===== src/neo_loader_defs.svh =====
`ifndef NEO_LOADER_DEFS_SVH
`define NEO_LOADER_DEFS_SVH

// .NEO header layout
`define NEO_HDR_BYTES 4096

// Six little-endian 32-bit sizes: P, S, M, V1, V2, C
`define NEO_SIZE_FIRST 4
`define NEO_SIZE_LAST 27

// Download buffer page
`define NEO_PAGE_BYTES 128

// Bank 3 byte bases
`define NEO_FIX_BASE 24'hE00000
`define NEO_MROM_BASE 24'hF00000

// Returned by a disabled sample fetch
`define NEO_SILENT_SAMPLE 8'h80

// Byte address widths
`define NEO_ADDR_W 24
`define NEO_P2_ADDR_W 26

`endif


===== src/neo_loader_pkg.sv =====
`include "neo_loader_defs.svh"
`default_nettype none

package neo_loader_pkg;

	// Cart regions in file order
	typedef enum logic [2:0] {
		REG_P,
		REG_S,
		REG_M,
		REG_V1,
		REG_V2,
		REG_C,
		REG_DONE
	} rom_region_e;

	// Download stream from the host
	typedef struct packed {
		logic        downl;
		logic [7:0]  index;
		logic        wr;    // One cycle per byte
		logic [26:0] addr;
		logic [7:0]  dout;
	} ioctl_t;

	// First header byte ends up in p[7:0]
	typedef struct packed {
		logic [31:0] c;
		logic [31:0] v2;
		logic [31:0] v1;
		logic [31:0] m;
		logic [31:0] s;
		logic [31:0] p;
	} rom_sizes_t;

	typedef struct packed {
		logic [`NEO_ADDR_W-1:0] v1_mask;
		logic [`NEO_ADDR_W-1:0] v2_mask;
	} rom_masks_t;

	// 16-bit word write
	typedef struct packed {
		logic [`NEO_P2_ADDR_W-2:0] addr;
		logic [15:0]               data;
	} wr_req_t;

	// 32-bit sample read, addressed in 16-bit words
	typedef struct packed {
		logic [`NEO_P2_ADDR_W-2:0] addr;
	} rd_req_t;

endpackage

`default_nettype wire


===== src/neo_adpcm_fetch.sv =====
`include "neo_loader_defs.svh"
`default_nettype none

module neo_adpcm_fetch (
	input  wire logic               CLK_48M,
	input  wire logic               pll_locked,
	input  wire logic               rd,
	input  wire logic [23:0]        addr,
	input  wire logic [23:0]        mask,
	input  wire logic [25:0]        base,
	input  wire logic               adpcm_en,
	input  wire logic               ack,
	input  wire logic [31:0]        q,
	output logic                    req,
	output neo_loader_pkg::rd_req_t payload,
	output logic [7:0]              data,
	output logic                    ready
);
	import neo_loader_pkg::*;

	logic        rd_q;
	logic        latch_valid;
	logic [23:0] latch;
	logic [23:0] masked;
	logic [25:0] word_byte;
	logic        rd_rise;
	logic        issue;
	logic        busy;
	rd_req_t     next_req;

	assign rd_rise = rd && !rd_q;
	assign masked  = addr & mask;

	// Same 32-bit word as last time needs no new read
	assign issue = rd_rise && adpcm_en && (!latch_valid || masked[23:2] != latch[23:2]);

	assign word_byte     = base + {2'b00, masked[23:2], 2'b00};
	assign next_req.addr = word_byte[25:1];

	always_ff @(posedge CLK_48M or negedge pll_locked) begin
		if (!pll_locked) begin
			rd_q        <= 1'b0;
			latch_valid <= 1'b0;
			latch       <= '0;
		end else begin
			rd_q <= rd;
			if (!adpcm_en) begin
				latch_valid <= 1'b0;
			end else if (rd_rise) begin
				latch       <= masked;
				latch_valid <= 1'b1;
			end
		end
	end

	neo_sdram_req_port #(.payload_t(rd_req_t)) u_port (
		.CLK_48M    (CLK_48M),
		.pll_locked (pll_locked),
		.issue      (issue),
		.payload_in (next_req),
		.ack        (ack),
		.req        (req),
		.payload    (payload),
		.busy       (busy)
	);

	assign ready = !busy;

	always_comb begin
		if (!adpcm_en) begin
			data = `NEO_SILENT_SAMPLE;
		end else begin
			case (latch[1:0])
				2'd0: data = q[7:0];
				2'd1: data = q[15:8];
				2'd2: data = q[23:16];
				default: data = q[31:24];
			endcase
		end
	end

endmodule

`default_nettype wire


===== src/neo_cart_loader.sv =====
`default_nettype none

module neo_cart_loader (
	input  wire logic                   CLK_48M,
	input  wire logic                   pll_locked,
	input  wire neo_loader_pkg::ioctl_t ioctl,

	output logic                        port1_req,
	output neo_loader_pkg::wr_req_t     port1_payload,
	input  wire logic                   port1_ack,
	output logic                        port2_req,
	output neo_loader_pkg::wr_req_t     port2_payload,
	input  wire logic                   port2_ack,

	output logic                        samplea_req,
	output neo_loader_pkg::rd_req_t     samplea_payload,
	input  wire logic                   samplea_ack,
	input  wire logic [31:0]            samplea_q,
	output logic                        sampleb_req,
	output neo_loader_pkg::rd_req_t     sampleb_payload,
	input  wire logic                   sampleb_ack,
	input  wire logic [31:0]            sampleb_q,

	input  wire logic                   adpcma_rd,
	input  wire logic [3:0]             adpcma_bank,
	input  wire logic [19:0]            adpcma_addr,
	output logic [7:0]                  adpcma_data,
	output logic                        adpcma_ready,
	input  wire logic                   adpcmb_rd,
	input  wire logic [23:0]            adpcmb_addr,
	output logic [7:0]                  adpcmb_data,
	output logic                        adpcmb_ready
);
	import neo_loader_pkg::*;

	rom_region_e region;
	logic        byte_wanted;
	rom_sizes_t  sizes;
	rom_masks_t  masks;
	logic [25:0] pcm_base;
	logic        pcm_merged;
	logic        adpcm_en;
	logic [23:0] b_mask;
	logic [25:0] b_base;

	neo_header_parser u_parser (
		.CLK_48M     (CLK_48M),
		.pll_locked  (pll_locked),
		.ioctl       (ioctl),
		.region      (region),
		.byte_wanted (byte_wanted),
		.sizes       (sizes),
		.masks       (masks),
		.pcm_base    (pcm_base),
		.pcm_merged  (pcm_merged),
		.adpcm_en    (adpcm_en)
	);

	neo_dl_fifo u_dl_fifo (
		.CLK_48M     (CLK_48M),
		.pll_locked  (pll_locked),
		.ioctl       (ioctl),
		.region      (region),
		.byte_wanted (byte_wanted),
		.sizes       (sizes),
		.p1_ack      (port1_ack),
		.p2_ack      (port2_ack),
		.p1_req      (port1_req),
		.p1_payload  (port1_payload),
		.p2_req      (port2_req),
		.p2_payload  (port2_payload)
	);

	// Merged carts keep ADPCM-B inside the V1 image
	assign b_mask = pcm_merged ? masks.v1_mask : masks.v2_mask;
	assign b_base = pcm_merged ? pcm_base : pcm_base + sizes.v1[25:0];

	neo_adpcm_fetch u_fetch_a (
		.CLK_48M    (CLK_48M),
		.pll_locked (pll_locked),
		.rd         (adpcma_rd),
		.addr       ({adpcma_bank, adpcma_addr}),
		.mask       (masks.v1_mask),
		.base       (pcm_base),
		.adpcm_en   (adpcm_en),
		.ack        (samplea_ack),
		.q          (samplea_q),
		.req        (samplea_req),
		.payload    (samplea_payload),
		.data       (adpcma_data),
		.ready      (adpcma_ready)
	);

	neo_adpcm_fetch u_fetch_b (
		.CLK_48M    (CLK_48M),
		.pll_locked (pll_locked),
		.rd         (adpcmb_rd),
		.addr       (adpcmb_addr),
		.mask       (b_mask),
		.base       (b_base),
		.adpcm_en   (adpcm_en),
		.ack        (sampleb_ack),
		.q          (sampleb_q),
		.req        (sampleb_req),
		.payload    (sampleb_payload),
		.data       (adpcmb_data),
		.ready      (adpcmb_ready)
	);

endmodule

`default_nettype wire


===== src/neo_dl_fifo.sv =====
`include "neo_loader_defs.svh"
`default_nettype none

module neo_dl_fifo (
	input  wire logic                     CLK_48M,
	input  wire logic                     pll_locked,
	input  wire neo_loader_pkg::ioctl_t   ioctl,
	input  wire neo_loader_pkg::rom_region_e region,
	input  wire logic                     byte_wanted,
	input  wire neo_loader_pkg::rom_sizes_t sizes,
	input  wire logic                     p1_ack,
	input  wire logic                     p2_ack,
	output logic                          p1_req,
	output neo_loader_pkg::wr_req_t       p1_payload,
	output logic                          p2_req,
	output neo_loader_pkg::wr_req_t       p2_payload
);
	import neo_loader_pkg::*;

	logic [1:0][7:0] page_mem [128]; // Two pages of 64 words
	logic            wr_page;
	logic            rd_page;
	logic [6:0]      src_pos;
	logic [6:0]      wr_pos;
	logic            page_end;
	logic            new_dl;
	logic            flush_active;
	logic [5:0]      word_idx;
	rom_region_e     flush_region;
	logic [26:0]     flush_base;
	logic [26:0]     word_off;
	logic [15:0]     word_data;
	logic            to_p1;
	logic [`NEO_ADDR_W-1:0] p1_byte;
	logic [31:0]     p2_byte;
	logic            p1_busy;
	logic            p2_busy;
	logic            p1_issue;
	logic            p2_issue;
	wr_req_t         p1_next;
	wr_req_t         p2_next;

	assign src_pos = ioctl.addr[6:0];

	// Tile reordering for FIX and sprite data
	always_comb begin
		case (region)
			REG_S:   wr_pos = {src_pos[6:5], src_pos[2:0], ~src_pos[4], src_pos[3]};
			REG_C:   wr_pos = {src_pos[5:2], ~src_pos[6], src_pos[0], src_pos[1]};
			default: wr_pos = src_pos;
		endcase
	end

	assign page_end = byte_wanted && src_pos == 7'(`NEO_PAGE_BYTES - 1);

	always_ff @(posedge CLK_48M) begin
		if (byte_wanted)
			page_mem[{wr_page, wr_pos[6:1]}][wr_pos[0]] <= ioctl.dout;
	end

	always_ff @(posedge CLK_48M or negedge pll_locked) begin
		if (!pll_locked) begin
			wr_page      <= 1'b0;
			rd_page      <= 1'b1;
			new_dl       <= 1'b1;
			flush_active <= 1'b0;
			word_idx     <= '0;
			flush_region <= REG_DONE;
			flush_base   <= '0;
		end else begin
			if (ioctl.downl && ioctl.wr && ioctl.addr < `NEO_HDR_BYTES)
				new_dl <= 1'b1;
			if (page_end) begin
				wr_page      <= !wr_page;
				rd_page      <= wr_page;
				flush_active <= 1'b1;
				word_idx     <= '0;
				flush_region <= region;
				new_dl       <= 1'b0;
				// Offset restarts with each region
				if (!new_dl && region == flush_region)
					flush_base <= flush_base + 27'(`NEO_PAGE_BYTES);
				else
					flush_base <= '0;
			end else if (p1_issue || p2_issue) begin
				word_idx <= word_idx + 6'd1;
				if (&word_idx)
					flush_active <= 1'b0;
			end
		end
	end

	assign word_off  = flush_base + 27'({word_idx, 1'b0});
	assign word_data = page_mem[{rd_page, word_idx}];
	assign to_p1     = flush_region inside {REG_P, REG_S, REG_M};

	always_comb begin
		case (flush_region)
			REG_S:   p1_byte = `NEO_FIX_BASE + word_off[23:0];
			REG_M:   p1_byte = `NEO_MROM_BASE + word_off[23:0];
			default: p1_byte = word_off[23:0];
		endcase
	end

	// Banks 0-2 hold C, then V1, then V2
	always_comb begin
		case (flush_region)
			REG_V1:  p2_byte = sizes.c + {5'd0, word_off};
			REG_V2:  p2_byte = sizes.c + sizes.v1 + {5'd0, word_off};
			default: p2_byte = {5'd0, word_off};
		endcase
	end

	assign p1_next  = '{addr: {2'b00, p1_byte[23:1]}, data: word_data};
	assign p2_next  = '{addr: p2_byte[25:1], data: word_data};
	assign p1_issue = flush_active && to_p1 && !p1_busy;
	assign p2_issue = flush_active && !to_p1 && !p2_busy;

	neo_sdram_req_port #(.payload_t(wr_req_t)) u_port1 (
		.CLK_48M    (CLK_48M),
		.pll_locked (pll_locked),
		.issue      (p1_issue),
		.payload_in (p1_next),
		.ack        (p1_ack),
		.req        (p1_req),
		.payload    (p1_payload),
		.busy       (p1_busy)
	);

	neo_sdram_req_port #(.payload_t(wr_req_t)) u_port2 (
		.CLK_48M    (CLK_48M),
		.pll_locked (pll_locked),
		.issue      (p2_issue),
		.payload_in (p2_next),
		.ack        (p2_ack),
		.req        (p2_req),
		.payload    (p2_payload),
		.busy       (p2_busy)
	);

	// Host pacing must let a page drain before the next one fills
	assert property (@(posedge CLK_48M) disable iff (!pll_locked) page_end |-> !flush_active)
		else $error("page switch while previous page still flushing");

endmodule

`default_nettype wire


===== src/neo_header_parser.sv =====
`include "neo_loader_defs.svh"
`default_nettype none

module neo_header_parser (
	input  wire logic                     CLK_48M,
	input  wire logic                     pll_locked,
	input  wire neo_loader_pkg::ioctl_t   ioctl,
	output neo_loader_pkg::rom_region_e   region,
	output logic                          byte_wanted,
	output neo_loader_pkg::rom_sizes_t    sizes,
	output neo_loader_pkg::rom_masks_t    masks,
	output logic [25:0]                   pcm_base,
	output logic                          pcm_merged,
	output logic                          adpcm_en
);
	import neo_loader_pkg::*;

	logic [26:0] offset;
	logic        cart_write;
	logic        in_header;
	logic        skip_adpcm;
	logic [31:0] cur_size;

	function automatic logic [31:0] size_of(input logic [2:0] r, input rom_sizes_t s);
		case (r)
			REG_P:   return s.p;
			REG_S:   return s.s;
			REG_M:   return s.m;
			REG_V1:  return s.v1;
			REG_V2:  return s.v2;
			REG_C:   return s.c;
			default: return '0;
		endcase
	endfunction

	// First region at or after start with a nonzero size
	function automatic rom_region_e next_region(input logic [2:0] start, input rom_sizes_t s);
		rom_region_e r;
		r = REG_DONE;
		for (int i = 5; i >= 0; i--) begin
			if (i >= start && size_of(3'(i), s) != 0)
				r = rom_region_e'(i);
		end
		return r;
	endfunction

	// Round up to a power of two, minus one
	function automatic logic [23:0] ceil_mask(input logic [31:0] size);
		logic [31:0] m;
		m = size - 32'd1;
		m = m | (m >> 1);
		m = m | (m >> 2);
		m = m | (m >> 4);
		m = m | (m >> 8);
		m = m | (m >> 16);
		if (size == 0)
			m = '0;
		return m[23:0];
	endfunction

	assign cart_write = ioctl.downl && (ioctl.index == 8'd1 || ioctl.index == 8'd2);
	assign in_header  = ioctl.addr < `NEO_HDR_BYTES;
	assign skip_adpcm = ioctl.index == 8'd2;
	assign cur_size   = size_of(region, sizes);

	// Doubles as the buffer's write strobe
	assign byte_wanted = cart_write && ioctl.wr && !in_header && region != REG_DONE &&
		!(skip_adpcm && (region == REG_V1 || region == REG_V2));

	always_ff @(posedge CLK_48M or negedge pll_locked) begin
		if (!pll_locked) begin
			sizes      <= '0;
			region     <= REG_DONE;
			offset     <= '0;
			pcm_merged <= 1'b0;
			adpcm_en   <= 1'b0;
		end else if (cart_write && ioctl.wr) begin
			if (in_header) begin
				if (ioctl.addr >= `NEO_SIZE_FIRST && ioctl.addr <= `NEO_SIZE_LAST)
					sizes <= {ioctl.dout, sizes[191:8]};
				if (ioctl.addr == `NEO_HDR_BYTES - 1) begin
					region     <= next_region(3'd0, sizes);
					offset     <= '0;
					pcm_merged <= sizes.v2 == 0; // V1 and V2 share one image
					adpcm_en   <= !skip_adpcm;
				end
			end else if (region != REG_DONE) begin
				if ({5'd0, offset} + 32'd1 == cur_size) begin
					region <= next_region(3'(region + 3'd1), sizes);
					offset <= '0;
				end else begin
					offset <= offset + 27'd1;
				end
			end
		end
	end

	always_comb begin
		masks.v1_mask = ceil_mask(sizes.v1);
		masks.v2_mask = ceil_mask(sizes.v2);
	end

	assign pcm_base = sizes.c[25:0]; // Samples sit after the sprites

endmodule

`default_nettype wire


===== src/neo_sdram_req_port.sv =====
`default_nettype none

module neo_sdram_req_port #(
	parameter type payload_t = logic
) (
	input  wire logic      CLK_48M,
	input  wire logic      pll_locked,
	input  wire logic      issue,
	input  wire payload_t  payload_in,
	input  wire logic      ack,
	output logic           req,
	output payload_t       payload,
	output logic           busy
);

	always_ff @(posedge CLK_48M or negedge pll_locked) begin
		if (!pll_locked)
			req <= 1'b0;
		else if (issue)
			req <= !req;
	end

	// Held until ack catches up
	always_ff @(posedge CLK_48M) begin
		if (issue)
			payload <= payload_in;
	end

	assign busy = req != ack;

	// A new request may only follow a completed one
	assert property (@(posedge CLK_48M) disable iff (!pll_locked) issue |-> !busy)
		else $error("request issued before previous ack");

endmodule

`default_nettype wire


===== config.mk =====
export PLATFORM = sky130hd
export DESIGN_NAME = neo_cart_loader
export DESIGN_NICKNAME = d
export VERILOG_FILES = /design/src/neo_loader_pkg.sv /design/src/neo_adpcm_fetch.sv /design/src/neo_cart_loader.sv /design/src/neo_dl_fifo.sv /design/src/neo_header_parser.sv /design/src/neo_sdram_req_port.sv
export VERILOG_INCLUDE_DIRS = /design/src
export SDC_FILE = /design/constraint.sdc
export NUM_CORES = 2
export LEC_CHECK = 0
export BUFFER_PORTS_ARGS = -buffer_cell sky130_fd_sc_hd__buf_2
export CORE_ASPECT_RATIO = 0.5
export CORE_MARGIN = 4
export CORE_UTILIZATION = 40
export DETAILED_ROUTE_END_ITERATION = 16
export GPL_TIMING_DRIVEN = 0
export PLACE_DENSITY = 0.56
export RECOVER_POWER = 100
export SYNTH_ARGS = -nofsm -noshare
export SYNTH_HDL_FRONTEND = slang
export SYNTH_SLANG_ARGS = --single-unit

===== constraint.sdc =====
create_clock -name CLK_48M -period 17.7 [get_ports CLK_48M]
set_input_delay 1.77 -clock CLK_48M [delete_from_list [all_inputs] [get_ports CLK_48M]]
set_output_delay 1.77 -clock CLK_48M [all_outputs]
set_load 0.01 [all_outputs]

==> impl_metrics.csv <==
group,metric,value,unit
status,status,"finished, violations left",
status,violations,"capacitance limit, slew limit",
floorplan,start_util,40.46,%
clocking,clkSlewWorstSetupHoldPaths,0.07,ns
worst_hold_path,min_path_type,"flip-flop to flip-flop",
global_route,grt_max_degree,142,
clocking,root_buffer,"clkbuf_16",
worst_setup_path,slowest_delay,4.81,ns
clocking,post_cts_buffers,0,
synthesis,synthesis.area,108700,um2
drt,vias,63154,
synthesis,ys_seq_area_share,67.37,%
clocking,cts_tree,"built",
layout,final_common_cell,"edfxtp_1",
worst_setup_path,r2r_slack,7.03,ns
floorplan,dieWidth,745.2,um
global_route,grt_pass1_vias,61457,
sta,maxSlewViolCount,2560,
clocking,clockBufferDepth,4,
global_route,grt_usage,23.92,%
synthesis,syn_inst,6378,
floorplan,boundaryPins,319,
sta,fin_hold_ws,0.4858,ns
pwr,peakVddDrop,0.00007668,V
clocking,htreeDepth,4,
drt,ant_nets,0,
worst_setup_path,end_kind,"flip-flop",
layout,area_growth,12.37,%
worst_setup_path,cp_max_fo,138,
synthesis,synth_flop_cell,"edfxtp_1",
synthesis,ys_seq_elements,2490,
sta,skew,0.09082,ns
sta,relSlewSlack,-367.1,%
clocking,clk_latency,0.92,ns
worst_setup_path,critPathTopFamily,"buffers and inverters",
drt,vias_per_cell,5.874,
place,io_buffers,313,
floorplan,core,268600,um2
clocking,cts_buffers,228,
synthesis,synthDistinctLibCells,93,
clocking,holdBufCountCts,0,
layout,drive_above_1_share,20.14,%
worst_setup_path,crit_top_cell,"clkbuf_1",
worst_setup_path,cp_num_buf_inv,3,
sta,finalHoldViolations,0,
worst_setup_path,cp_slowest_cell,"clkbuf_1",
drt,drc,0,
pwr,powerDensity,95.66,nW/um2
floorplan,die_area,280600,um2
worst_setup_path,start_kind,"input port",
global_route,grt_pass1_wl,475400,um
worst_setup_path,critPathRequiredTime,17.52,ns
layout,fill_cells,23351,
sta,finalCritPeriodShare,64.33,%
worst_setup_path,critPathKind,"input port to flip-flop",
synthesis,synth-edff-count,2178,
layout,final_cell_mix,"2178 x edfxtp_1, 688 x mux4_2, 513 x clkbuf_1, 440 x nor2_1, 353 x nand2_1",
worst_setup_path,path_cells,"clkdlybuf4s25_1 -> clkbuf_1 -> clkbuf_1",
clocking,post_cts_resized,0,
sta,min_period,11.39,ns
worst_setup_path,cp.arrival,11.20,ns
place,gp_congestion,0.9463,
floorplan,die_h,376.6,um
drt,routed_wl,341600,um
clocking,clock-sinks,2490,
flow_run,cap_violations,47,
drt,drt-initial-drc-count,7811,
global_route,antenna_found_initial,17,
floorplan,rows,134,
sta,finalSetupViolations,0,
global_route,grt_overflow,0,
layout,fin_nets,7286,
synthesis,synth_warnings,0,
pwr,p_leak,39.65,nW
sta,rsz0062_at_grt,"no",
drt,first_pass_iters,8,
synthesis,synthArstFlopShare,12.53,%
synthesis,avgSynthCellArea,17.04,um2
place,dpl.hpwl,238800,um
sta,worst_pin_slew,7.007,ns
sta,max_freq,87.83,MHz
sta,fin_tns_setup,0,ns
drt,wl_per_cell,31.77,um
[through the flow]
stage	utilization [%]	power, mW	area, um2	instances	setup WS (ns)
floorplan	-	6.613	108700	6380	11.00
finish	45.47	11.68	122100	10751	6.314
detailed placement	43.06	6.794	115700	10330	8.912
CTS	45.79	11.75	123000	10742	8.900
global placement	42.73	6.795	114800	10297	8.066
global route	45.46	12.02	122100	10746	5.473
[cells by family (layout without fill, tap and decap cells)]
kind of cell             count (synthesis)  in the layout  synth area share (%)
AO/OA/AOI/OAI                          722            722                 4.294
XOR/XNOR                               242            242                 1.963
buffers and inverters                  546           1305                 1.911
other                                    1             11              0.003450
multiplexers                           936            936                 16.79
adder cells (fa/ha/maj)                164            164                 2.081
AND/OR/NAND/NOR                       1277           1277                 5.582
flip-flops                            2490           2490                 67.37
[worst paths after layout]
check                                                to                  start  cells past startpoint
max reg2reg                u_fetch_b.u_port.payload[24]     u_parser.sizes[97]                     24
max in group asynchronous            u_parser.region[0]             pll_locked                      3
min reg2reg                       u_fetch_a.latch_valid  u_fetch_a.latch_valid                      2
max                           u_dl_fifo.page_mem[96][5]               ioctl[5]                      3
min in group asynchronous            u_fetch_b.latch[6]             pll_locked                      1
min                               u_fetch_a.latch_valid  u_fetch_a.latch_valid                      2
[per-layer routing]
metal / track usage, % / wire (um)
met5: 0 / 13
met1: 33.21 / 140100
met2: 37.66 / 159000
met4: 8.704 / 13490
met3: 4.804 / 28970
[cell type report]
cell class	count	area [um2]	share of cell area, %
Antenna cell	8	20.02	0.01639
Buffer	349	1350	1.105
Clock buffer	275	5986	4.901
Clock inverter	137	1343	1.099
Inverter	197	739.5	0.6055
Multi-Input combinational cell	3344	33370	27.32
Sequential cell	2490	73220	59.96
Tap cell	3604	4509	3.693
Timing Repair Buffer	347	1587	1.299
[registers in the layout, summed over array words and instances (netlist names), 3 cells and up]
register / flops
u_parser.region: 3
u_dl_fifo.page_mem: 2048
u_fetch_a.u_port.payload: 25
u_parser.pcm_base: 26
u_dl_fifo.u_port2.payload: 41
u_fetch_b.u_port.payload: 25
u_dl_fifo.flush_region: 3
u_fetch_b.latch: 24
u_dl_fifo.flush_base: 19
u_parser.sizes: 166
u_fetch_a.latch: 24
u_dl_fifo.word_idx: 6
u_dl_fifo.u_port1.payload: 39
u_parser.offset: 27
[cell usage after synthesis (74+ instances only)]
master | count | area share (%)
edfxtp_1 | 2178 | 60
mux4_2 | 688 | 14
nor2_1 | 440 | 1.5
nand2_1 | 353 | 1.2
dfrtp_1 | 306 | 7.0
clkbuf_1 | 280 | 0.97
o21ai_0 | 243 | 1.1
mux2_2 | 219 | 2.3
inv_1 | 196 | 0.68
xnor2_1 | 142 | 1.1
a21oi_1 | 137 | 0.63
ha_1 | 136 | 1.6
xor2_1 | 99 | 0.80
nor3_1 | 74 | 0.34
[tightest hold or removal path: stages (launching register included)]
cell	delay, ns
dfrtp_1	0.35
nand2_1	0.05
nand2_1	0.05
[power by group]
group / leakage (nW) / total (mW) / switching [mW] / internal, mW
Clock: 3.57 / 5.01 / 2.23 / 2.78
Combinational: 12.5 / 0.269 / 0.193 / 0.0761
Sequential: 23.6 / 6.41 / 0.00102 / 6.41
Power figures use the tool's default switching activity.
